`src/verilog/cpu_ctrl_consts.svh`:
```
`ifndef CPU_CTRL_CONSTS_SVH
`define CPU_CTRL_CONSTS_SVH

// stack and port opcodes
`define OP_PUSH      5'b00111
`define OP_OUT       5'b00110
`define OP_IN        5'b01111
`define OP_POP       5'b10000
`define OP_LDM       5'b10001
`define OP_LOAD      5'b10010
`define OP_STORE     5'b10011

// all branches share the top three bits
`define OP_BRANCH_HI 3'b101

`define OP_CALL      5'b11000
`define OP_RET       5'b11001
`define OP_RTI       5'b11010

// alu ops taking the instruction immediate
`define OP_IMM_A     5'b01101
`define OP_IMM_B     5'b01110

// register-writing alu ops, plus every 01xxx opcode
`define OP_REG_A     5'b00011
`define OP_REG_B     5'b00100
`define OP_REG_C     5'b00101
`define OP_REG_D     5'b01000
`define OP_REG_HI    2'b01

// program counter source
`define PC_SEL_NEXT  2'b00
`define PC_SEL_RSVD  2'b01
`define PC_SEL_INT   2'b10
`define PC_SEL_JUMP  2'b11

// memory write data source
`define MEM_DATA_REG   2'b00
`define MEM_DATA_PC_LO 2'b01
`define MEM_DATA_PC_HI 2'b10
`define MEM_DATA_FLAGS 2'b11

`endif

```
`src/verilog/cpu_ctrl_pkg.sv`:
```
package cpu_ctrl_pkg;

  typedef logic [4:0] opcode_t;
  typedef logic [1:0] pc_sel_t;
  typedef logic [1:0] mem_data_sel_t;

  // bit 1 load-immediate operand, bit 0 instruction immediate
  typedef logic [1:0] alu_src_t;

  typedef enum logic [0:0] {LDM_IDLE, LDM_HOLD} ldm_state_e;

  typedef enum logic [0:0] {CALL_IDLE, CALL_PUSH_HI} call_state_e;

  typedef enum logic [1:0] {RET_IDLE, RET_WAIT, RET_POP_HI, RET_POP_LO} ret_state_e;

  typedef enum logic [3:0] {
    INT_IDLE,
    INT_ACK,
    INT_HAZARD_WAIT,
    INT_FREEZE_PC,
    INT_FREEZE_CU,
    INT_WAIT_3,
    INT_WAIT_4,
    INT_PUSH_LO,
    INT_PUSH_HI,
    INT_PUSH_FLAGS
  } int_state_e;

  typedef enum logic [1:0] {RTI_IDLE, RTI_POP_FLAGS, RTI_POP_HI, RTI_POP_LO} rti_state_e;

  typedef struct packed {
    opcode_t  alu_op;
    alu_src_t alu_src;
    logic     reg_write;
    logic     mem_read;
    logic     mem_write;
    logic     mem_to_reg;
    logic     stack;
    logic     ldm;
    logic     branch;
    logic     port_read;
    logic     port_write;
    logic     call;
    logic     ret;
    logic     rti;
  } decode_ctrl_t;

  // request from one stack sequencer
  typedef struct packed {
    logic    mem_read;
    logic    mem_write;
    logic    stack;
    logic    pc_to_stack1;
    logic    pc_to_stack2;
    logic    ccr_to_stack;
    logic    pop_pc1;
    logic    pop_pc2;
    logic    pop_ccr;
    logic    freeze_pc;
    logic    freeze_cu;
    logic    flush;
    pc_sel_t pc_sel;
  } stack_req_t;

endpackage

```
`src/verilog/opcode_decoder.sv`:
```
`timescale 1ns/100ps

`include "cpu_ctrl_consts.svh"

module opcode_decoder
  import cpu_ctrl_pkg::*;
(
  input  logic         clk,
  input  logic         rst,
  input  opcode_t      opcode,
  output decode_ctrl_t dec,
  output logic         ldm_freeze,
  output logic         ldm_value
);

  ldm_state_e ldm_state;
  ldm_state_e ldm_next;

  logic is_ldm;
  logic is_pop;
  logic is_load;
  logic is_imm;
  logic is_reg_wr;

  assign is_ldm  = (opcode == `OP_LDM);
  assign is_pop  = (opcode == `OP_POP);
  assign is_load = (opcode == `OP_LOAD);
  assign is_imm  = (opcode == `OP_IMM_A) || (opcode == `OP_IMM_B);

  // alu results, pops and loads all write back
  assign is_reg_wr = (opcode == `OP_REG_A) || (opcode == `OP_REG_B) ||
                     (opcode == `OP_REG_C) || (opcode == `OP_REG_D) ||
                     (opcode[4:3] == `OP_REG_HI) ||
                     is_pop || is_ldm || is_load;

  always_comb
  begin
    dec = '0;
    if (!rst)
    begin
      dec.alu_op     = opcode;
      dec.alu_src    = {is_ldm, is_imm};
      dec.reg_write  = is_reg_wr;
      dec.mem_read   = is_pop || is_load;
      dec.mem_write  = (opcode == `OP_PUSH) || (opcode == `OP_STORE);
      dec.mem_to_reg = is_pop || is_load;
      dec.stack      = is_pop || (opcode == `OP_PUSH);
      dec.ldm        = is_ldm;
      dec.branch     = (opcode[4:2] == `OP_BRANCH_HI);
      dec.port_read  = (opcode == `OP_IN);
      dec.port_write = (opcode == `OP_OUT);
      dec.call       = (opcode == `OP_CALL);
      dec.ret        = (opcode == `OP_RET);
      dec.rti        = (opcode == `OP_RTI);
    end
  end

  // the immediate word follows ldm, so hold the cu for one cycle
  always_ff @(posedge clk or posedge rst)
  begin
    if (rst)
    begin
      ldm_state <= LDM_IDLE;
    end
    else
    begin
      ldm_state <= ldm_next;
    end
  end

  always_comb
  begin
    ldm_next = LDM_IDLE;
    if (ldm_state == LDM_IDLE && dec.ldm)
    begin
      ldm_next = LDM_HOLD;
    end
  end

  assign ldm_freeze = (ldm_state == LDM_IDLE) && dec.ldm;
  assign ldm_value  = (ldm_state == LDM_HOLD);

endmodule

```
`src/verilog/call_ret_seq.sv`:
```
`timescale 1ns/100ps

`include "cpu_ctrl_consts.svh"

module call_ret_seq
  import cpu_ctrl_pkg::*;
(
  input  logic       clk,
  input  logic       rst,
  input  logic       call,
  input  logic       ret,
  output stack_req_t call_req,
  output stack_req_t ret_req
);

  call_state_e call_state;
  call_state_e call_next;
  ret_state_e  ret_state;
  ret_state_e  ret_next;

  always_ff @(posedge clk or posedge rst)
  begin
    if (rst)
    begin
      call_state <= CALL_IDLE;
      ret_state  <= RET_IDLE;
    end
    else
    begin
      call_state <= call_next;
      ret_state  <= ret_next;
    end
  end

  // call pushes the return pc low half at once, high half next cycle
  always_comb
  begin
    call_req  = '0;
    call_next = CALL_IDLE;
    case (call_state)
      CALL_IDLE:
      begin
        if (call)
        begin
          call_req.pc_sel       = `PC_SEL_JUMP;
          call_req.mem_write    = 1'b1;
          call_req.stack        = 1'b1;
          call_req.pc_to_stack1 = 1'b1;
          call_next             = CALL_PUSH_HI;
        end
      end
      CALL_PUSH_HI:
      begin
        call_req.mem_write    = 1'b1;
        call_req.stack        = 1'b1;
        call_req.pc_to_stack2 = 1'b1;
        // the instruction fetched behind the call is dropped
        call_req.flush        = 1'b1;
      end
      default:
      begin
        call_next = CALL_IDLE;
      end
    endcase
  end

  // return waits two cycles, then pops high half and low half
  always_comb
  begin
    ret_req  = '0;
    ret_next = RET_IDLE;
    case (ret_state)
      RET_IDLE:
      begin
        if (ret)
        begin
          ret_next = RET_WAIT;
        end
      end
      RET_WAIT:
      begin
        ret_next = RET_POP_HI;
      end
      RET_POP_HI, RET_POP_LO:
      begin
        ret_req.mem_read  = 1'b1;
        ret_req.stack     = 1'b1;
        ret_req.freeze_pc = 1'b1;
        ret_req.freeze_cu = 1'b1;
        ret_req.pop_pc2   = (ret_state == RET_POP_HI);
        ret_req.pop_pc1   = (ret_state == RET_POP_LO);
        ret_req.pc_sel    = `PC_SEL_NEXT;
        ret_next          = (ret_state == RET_POP_HI) ? RET_POP_LO : RET_IDLE;
      end
      default:
      begin
        ret_next = RET_IDLE;
      end
    endcase
  end

endmodule

```
`src/verilog/int_rti_seq.sv`:
```
`timescale 1ns/100ps

`include "cpu_ctrl_consts.svh"

module int_rti_seq
  import cpu_ctrl_pkg::*;
(
  input  logic       clk,
  input  logic       rst,
  input  logic       interrupt,
  input  logic       rti,
  input  logic       ldm,
  input  logic       load_use,
  input  logic       branch_taken,
  output logic       ack,
  output stack_req_t int_req,
  output stack_req_t rti_req
);

  int_state_e int_state;
  int_state_e int_next;
  rti_state_e rti_state;
  rti_state_e rti_next;

  always_ff @(posedge clk or posedge rst)
  begin
    if (rst)
    begin
      int_state <= INT_IDLE;
      rti_state <= RTI_IDLE;
    end
    else
    begin
      int_state <= int_next;
      rti_state <= rti_next;
    end
  end

  assign ack = (int_state == INT_ACK);

  always_comb
  begin
    int_next = INT_IDLE;
    case (int_state)
      INT_IDLE:        int_next = interrupt ? INT_ACK : INT_IDLE;
      // an ldm or load-use in flight needs one more cycle to drain
      INT_ACK:         int_next = (ldm || load_use) ? INT_HAZARD_WAIT : INT_FREEZE_PC;
      INT_HAZARD_WAIT: int_next = INT_FREEZE_PC;
      INT_FREEZE_PC:   int_next = INT_FREEZE_CU;
      INT_FREEZE_CU:   int_next = INT_WAIT_3;
      INT_WAIT_3:      int_next = INT_WAIT_4;
      INT_WAIT_4:      int_next = INT_PUSH_LO;
      INT_PUSH_LO:     int_next = INT_PUSH_HI;
      INT_PUSH_HI:     int_next = INT_PUSH_FLAGS;
      default:         int_next = INT_IDLE;
    endcase
  end

  always_comb
  begin
    int_req = '0;
    case (int_state)
      INT_IDLE:
      begin
        // a taken branch must still load its target
        int_req.freeze_pc = interrupt && !branch_taken;
      end
      INT_ACK:
      begin
        int_req.freeze_pc = !branch_taken;
      end
      INT_HAZARD_WAIT, INT_FREEZE_PC:
      begin
        int_req.freeze_pc = 1'b1;
      end
      INT_FREEZE_CU, INT_WAIT_3, INT_WAIT_4:
      begin
        int_req.freeze_pc = 1'b1;
        int_req.freeze_cu = 1'b1;
      end
      INT_PUSH_LO, INT_PUSH_HI:
      begin
        int_req.freeze_pc    = 1'b1;
        int_req.freeze_cu    = 1'b1;
        int_req.mem_write    = 1'b1;
        int_req.stack        = 1'b1;
        int_req.pc_to_stack1 = (int_state == INT_PUSH_LO);
        int_req.pc_to_stack2 = (int_state == INT_PUSH_HI);
      end
      INT_PUSH_FLAGS:
      begin
        // pc released here so the vector gets loaded
        int_req.freeze_cu    = 1'b1;
        int_req.mem_write    = 1'b1;
        int_req.stack        = 1'b1;
        int_req.ccr_to_stack = 1'b1;
        int_req.pc_sel       = `PC_SEL_INT;
      end
      default:
      begin
        int_req = '0;
      end
    endcase
  end

  // rti pops flags, pc high, pc low back to back
  always_comb
  begin
    rti_req  = '0;
    rti_next = RTI_IDLE;
    case (rti_state)
      RTI_IDLE:      rti_next = rti ? RTI_POP_FLAGS : RTI_IDLE;
      RTI_POP_FLAGS: rti_next = RTI_POP_HI;
      RTI_POP_HI:    rti_next = RTI_POP_LO;
      default:       rti_next = RTI_IDLE;
    endcase
    if (rti_state != RTI_IDLE)
    begin
      rti_req.mem_read  = 1'b1;
      rti_req.stack     = 1'b1;
      rti_req.freeze_pc = 1'b1;
      rti_req.freeze_cu = 1'b1;
      rti_req.pop_ccr   = (rti_state == RTI_POP_FLAGS);
      rti_req.pop_pc2   = (rti_state == RTI_POP_HI);
      rti_req.pop_pc1   = (rti_state == RTI_POP_LO);
    end
  end

endmodule

```
`src/verilog/ctrl_merge.sv`:
```
`timescale 1ns/100ps

`include "cpu_ctrl_consts.svh"

module ctrl_merge
  import cpu_ctrl_pkg::*;
(
  input  logic          rst,
  input  decode_ctrl_t  dec,
  input  logic          ldm_freeze,
  input  stack_req_t    call_req,
  input  stack_req_t    ret_req,
  input  stack_req_t    int_req,
  input  stack_req_t    rti_req,
  input  logic          branch_taken,
  input  logic          load_use,
  output decode_ctrl_t  ctrl,
  output mem_data_sel_t mem_data_sel,
  output pc_sel_t       pc_sel,
  output logic          pop_pc1,
  output logic          pop_pc2,
  output logic          pop_ccr,
  output logic          fetch_pc_enable,
  output logic          freeze_cu,
  output logic          flush_fetch
);

  stack_req_t seq;
  logic       freeze_pc;

  // sequences never overlap, so a plain OR combines them
  assign seq = rst ? '0 : (call_req | ret_req | int_req | rti_req);

  always_comb
  begin
    ctrl           = dec;
    ctrl.mem_read  = dec.mem_read  | seq.mem_read;
    ctrl.mem_write = dec.mem_write | seq.mem_write;
    ctrl.stack     = dec.stack     | seq.stack;
  end

  always_comb
  begin
    if (seq.pc_to_stack1)
      mem_data_sel = `MEM_DATA_PC_LO;
    else if (seq.pc_to_stack2)
      mem_data_sel = `MEM_DATA_PC_HI;
    else if (seq.ccr_to_stack)
      mem_data_sel = `MEM_DATA_FLAGS;
    else
      mem_data_sel = `MEM_DATA_REG;
  end

  assign pc_sel = rst ? `PC_SEL_NEXT :
                  (branch_taken ? `PC_SEL_JUMP : seq.pc_sel);

  assign pop_pc1 = seq.pop_pc1;
  assign pop_pc2 = seq.pop_pc2;
  assign pop_ccr = seq.pop_ccr;

  assign freeze_pc       = seq.freeze_pc;
  assign fetch_pc_enable = !freeze_pc;

  assign freeze_cu   = !rst && (load_use || ldm_freeze || seq.freeze_cu);
  assign flush_fetch = !rst && (branch_taken || seq.flush);

endmodule

```
`src/verilog/cpu_ctrl_top.sv`:
```
`timescale 1ns/100ps

module cpu_ctrl_top
  import cpu_ctrl_pkg::*;
(
  input  logic          clk,
  input  logic          rst,
  input  opcode_t       opcode,
  input  logic          interrupt,
  input  logic          branch_taken,
  input  logic          load_use,
  output decode_ctrl_t  ctrl,
  output logic          ldm_value,
  output logic          ack,
  output mem_data_sel_t mem_data_sel,
  output pc_sel_t       pc_sel,
  output logic          pop_pc1,
  output logic          pop_pc2,
  output logic          pop_ccr,
  output logic          fetch_pc_enable,
  output logic          freeze_cu,
  output logic          flush_fetch
);

  decode_ctrl_t dec;
  logic         ldm_freeze;
  stack_req_t   call_req;
  stack_req_t   ret_req;
  stack_req_t   int_req;
  stack_req_t   rti_req;

  opcode_decoder u_decoder (
    .clk        (clk),
    .rst        (rst),
    .opcode     (opcode),
    .dec        (dec),
    .ldm_freeze (ldm_freeze),
    .ldm_value  (ldm_value)
  );

  call_ret_seq u_call_ret (
    .clk      (clk),
    .rst      (rst),
    .call     (dec.call),
    .ret      (dec.ret),
    .call_req (call_req),
    .ret_req  (ret_req)
  );

  int_rti_seq u_int_rti (
    .clk          (clk),
    .rst          (rst),
    .interrupt    (interrupt),
    .rti          (dec.rti),
    .ldm          (dec.ldm),
    .load_use     (load_use),
    .branch_taken (branch_taken),
    .ack          (ack),
    .int_req      (int_req),
    .rti_req      (rti_req)
  );

  ctrl_merge u_merge (
    .rst             (rst),
    .dec             (dec),
    .ldm_freeze      (ldm_freeze),
    .call_req        (call_req),
    .ret_req         (ret_req),
    .int_req         (int_req),
    .rti_req         (rti_req),
    .branch_taken    (branch_taken),
    .load_use        (load_use),
    .ctrl            (ctrl),
    .mem_data_sel    (mem_data_sel),
    .pc_sel          (pc_sel),
    .pop_pc1         (pop_pc1),
    .pop_pc2         (pop_pc2),
    .pop_ccr         (pop_ccr),
    .fetch_pc_enable (fetch_pc_enable),
    .freeze_cu       (freeze_cu),
    .flush_fetch     (flush_fetch)
  );

endmodule

```
`config.mk`:
```
export PLATFORM = sky130hd
export DESIGN_NAME = cpu_ctrl_top
export DESIGN_NICKNAME = d
export VERILOG_FILES = /design/src/verilog/cpu_ctrl_pkg.sv /design/src/verilog/opcode_decoder.sv /design/src/verilog/call_ret_seq.sv /design/src/verilog/int_rti_seq.sv /design/src/verilog/ctrl_merge.sv /design/src/verilog/cpu_ctrl_top.sv
export VERILOG_INCLUDE_DIRS = /design/src /design/src/verilog
export SDC_FILE = /design/constraint.sdc
export NUM_CORES = 1
export LEC_CHECK = 0
export BUFFER_PORTS_ARGS = -buffer_cell sky130_fd_sc_hd__buf_4
export CORE_ASPECT_RATIO = 0.8
export CORE_MARGIN = 2
export CORE_UTILIZATION = 44
export DETAILED_ROUTE_END_ITERATION = 6
export GPL_ROUTABILITY_DRIVEN = 1
export MAX_ROUTING_LAYER = met4
export PLACE_DENSITY = 0.75
export SKIP_CTS_REPAIR_TIMING = 1
export SYNTH_ARGS = -nofsm -noshare
export SYNTH_HDL_FRONTEND = slang
export SYNTH_SLANG_ARGS = --single-unit
```
`constraint.sdc`:
```
create_clock -name clk -period 3.5 [get_ports clk]
set_input_delay 0.175 -clock clk [delete_from_list [all_inputs] [get_ports clk]]
set_output_delay 0.175 -clock clk [all_outputs]
set_load 0.1 [all_outputs]
```
==> results.ini <==
[run_status]
status = completed

[detailed_routing]
via_per_inst = 5.34
totalWireLength_um = 2330
vias = 951
antenna_left = 0
first_iter_violations = 37
wire_per_inst_um = 13.1
drc = 0
first_pass_iters = 4

[placement]
dp_slack_ns = 1.63
port_buffers = 40
place_inst = 174
place_area_mm2 = 0.00122
hpwl_um = 1830
routabilityCongestion = 0.876

[cts]
clock-root-buffer = clkbuf_4
clk_latency_ns = 0.27
cts_tree = yes
cts-htree-levels = 1
cts_buffer_depth = 2
cts_made_buffers = 3
cts.sinks = 10
clkTransAtPathRegs_ns = 0.07

[power]
p_int_mw = 0.399
pwr-share-clk_pct = 10.8
powerDensity_mw_per_mm2 = 782
netSwitchingPower_mw = 0.586
peakVddDrop_v = 0.000731
power_leakage_nw = 0.649
comb_power_share_pct = 65.4
seqPwrFrac_pct = 23.8
total_power_mw = 0.985
swShare_pct = 59.5

[grt]
grt_pass1_vias = 790
grt_overflow_total = 0
grtUsageTotal_pct = 19.5
grt_pass1_wl_um = 3700
grt_max_degree = 20
antenna_found_initial = 0

[critical_path]
critPathLaunchType = flip-flop
crit_type = flip-flop to output port
crit_required_ns = 3.32
critPathArrivalTime_ns = 2.02
end_kind = output port
r2r_slack_ns = 2.21
cp_max_fo = 4

[logic_synthesis]
synth_mux_area_share_pct = 1.20
synthTopCellsByCount = 24 x nor2_1, 10 x dfrtp_1, 10 x inv_1
syn-num-nets = 140
synth_top_area_share_pct = 26.6
synthTopCellsByArea = dfrtp_1 27%, ha_1 11%, nor2_1 9.6%
syn_inst = 122
syn_area_per_cell_um2 = 7.72
ys.flop_type = dfrtp_1
async_flop_share_pct = 100
synth_top_family_by_area = simple AND/OR/NAND/NOR gates
synthAdderAreaFrac_pct = 10.6
synth_xor_area_share_pct = 1.86
yosysSeqAreaShare_pct = 26.6
synth.most_common_cell = nor2_1
synth_edf_count = 0
synth-simple-area-share_pct = 32.0
synth.ff_latch_count = 10
synth-compound-area-share_pct = 16.9
synth_area_leader_cell = dfrtp_1
synth.cell_area_um2 = 942
synth.distinct_cells = 40
ys_warn_count = 0

[layout]
num_antenna_cells = 0
nets = 173
post-route-util_pct = 64.7
fin_cells = 178
fill_cells = 174
drive_above_1_share_pct = 33.8
area_delta_synth_final_pct = 33.6
design_area_mm2 = 0.00126

[floorplanning]
boundaryPins = 41
dieHeight_um = 45.4
die_x_um = 55.7
initial_core_util_pct = 48.5
rows = 14
design.core.area_mm2 = 0.00194
die_area_mm2 = 0.00253

[worst_hold_path]
hold_class = input port to async pin

[sta]
setup_viol = 0
worst_slack_ns = 1.31
tightest_slew_ns = 0.500
timing.final.max_slew_violations = 0
hold-worst-slack_ns = 0.00777
fin_tns_setup_ns = 0
hold_viol_final = 0
slew_headroom_pct = 66.6
fmax_mhz = 456
rsz0062_at_grt = no
finalCritPeriodShare_pct = 62.7
finClkSkew_ns = 0.000235
period_minus_slack_ns = 2.19

[job]
drv_cap = 0

## layer usage
layer  vias up  global-route usage, %  part of all wire [%]
li1        474                      -                     -
met1       441                   26.2                    47
met2        34                   30.0                    46
met3         2                   5.11                   7.2
met4         0                   4.39                  0.34
met5         -                      -                     0
## worst max-delay path: stages, from the launching register on
cell and delay, ns:
dfrtp_1 0.40, inv_1 0.12, ha_1 0.20, nor3b_1 0.45, o2111a_1 0.26, o22ai_1 0.08, buf_4 0.24
## flip-flops by register name (all words and copies together) (netlist names)
name,cells
u_call_ret.ret_state,2
u_int_rti.rti_state,2
u_decoder.ldm_value,1
u_int_rti.int_state,4
u_call_ret.call_state,1
## cell type report
type                       count  area [um2]  area share, %
multi-input combinational     90         604           48.0
timing repair buffer          40         300           23.9
sequential                    10         250           19.9
inverter                      10        37.5           2.98
clock buffer                   4        36.3           2.88
tap                           24        30.0           2.39
## cell families after synthesis
logic type                 after synthesis
buffers and inverters                   22
muxes                                    1
adders and majority gates                8
and+or+nand+nor                         56
AOI/OAI and AO/OA                       23
xor gates and xnor gates                 2
DFF                                     10
## placed cells by master (no fill, tap or decap), types with 2 or more instances in the layout
cell type and n:
xnor2_1 2, o22ai_1 2, inv_1 10, o21ai_1 2
o21bai_1 2, nand2_1 6, nor2_1 23, nor2b_1 5
ha_1 8, buf_4 40, nand3_1 2, clkbuf_4 3
nor4_2 2, o21ai_0 3, nand2b_1 5, a21oi_1 6
dfrtp_1 10
## final timing paths
kind                                        start                 endpoint  cells after the start
min in group clk                        opcode[1]    u_call_ret.call_state                      2
hold / removal                                rst    u_call_ret.call_state                      2
setup / recovery           u_int_rti.rti_state[1]                freeze_cu                      6
hold reg to reg               u_decoder.ldm_value      u_decoder.ldm_value                      1
setup reg to reg           u_int_rti.int_state[1]   u_int_rti.int_state[0]                      4
max in group asynchronous                     rst  u_call_ret.ret_state[0]                      2
## power by group through the flow
stage               logic, mW  registers, mW  clock network, mW
finish                  0.644          0.234              0.106
detailed placement      0.642          0.236                  0
CTS                     0.645          0.234              0.109
global placement        0.629          0.233                  0
floorplan               0.556          0.193                  0
global route            0.685          0.245              0.118
Note: power is estimated with default switching activity, not from simulation.
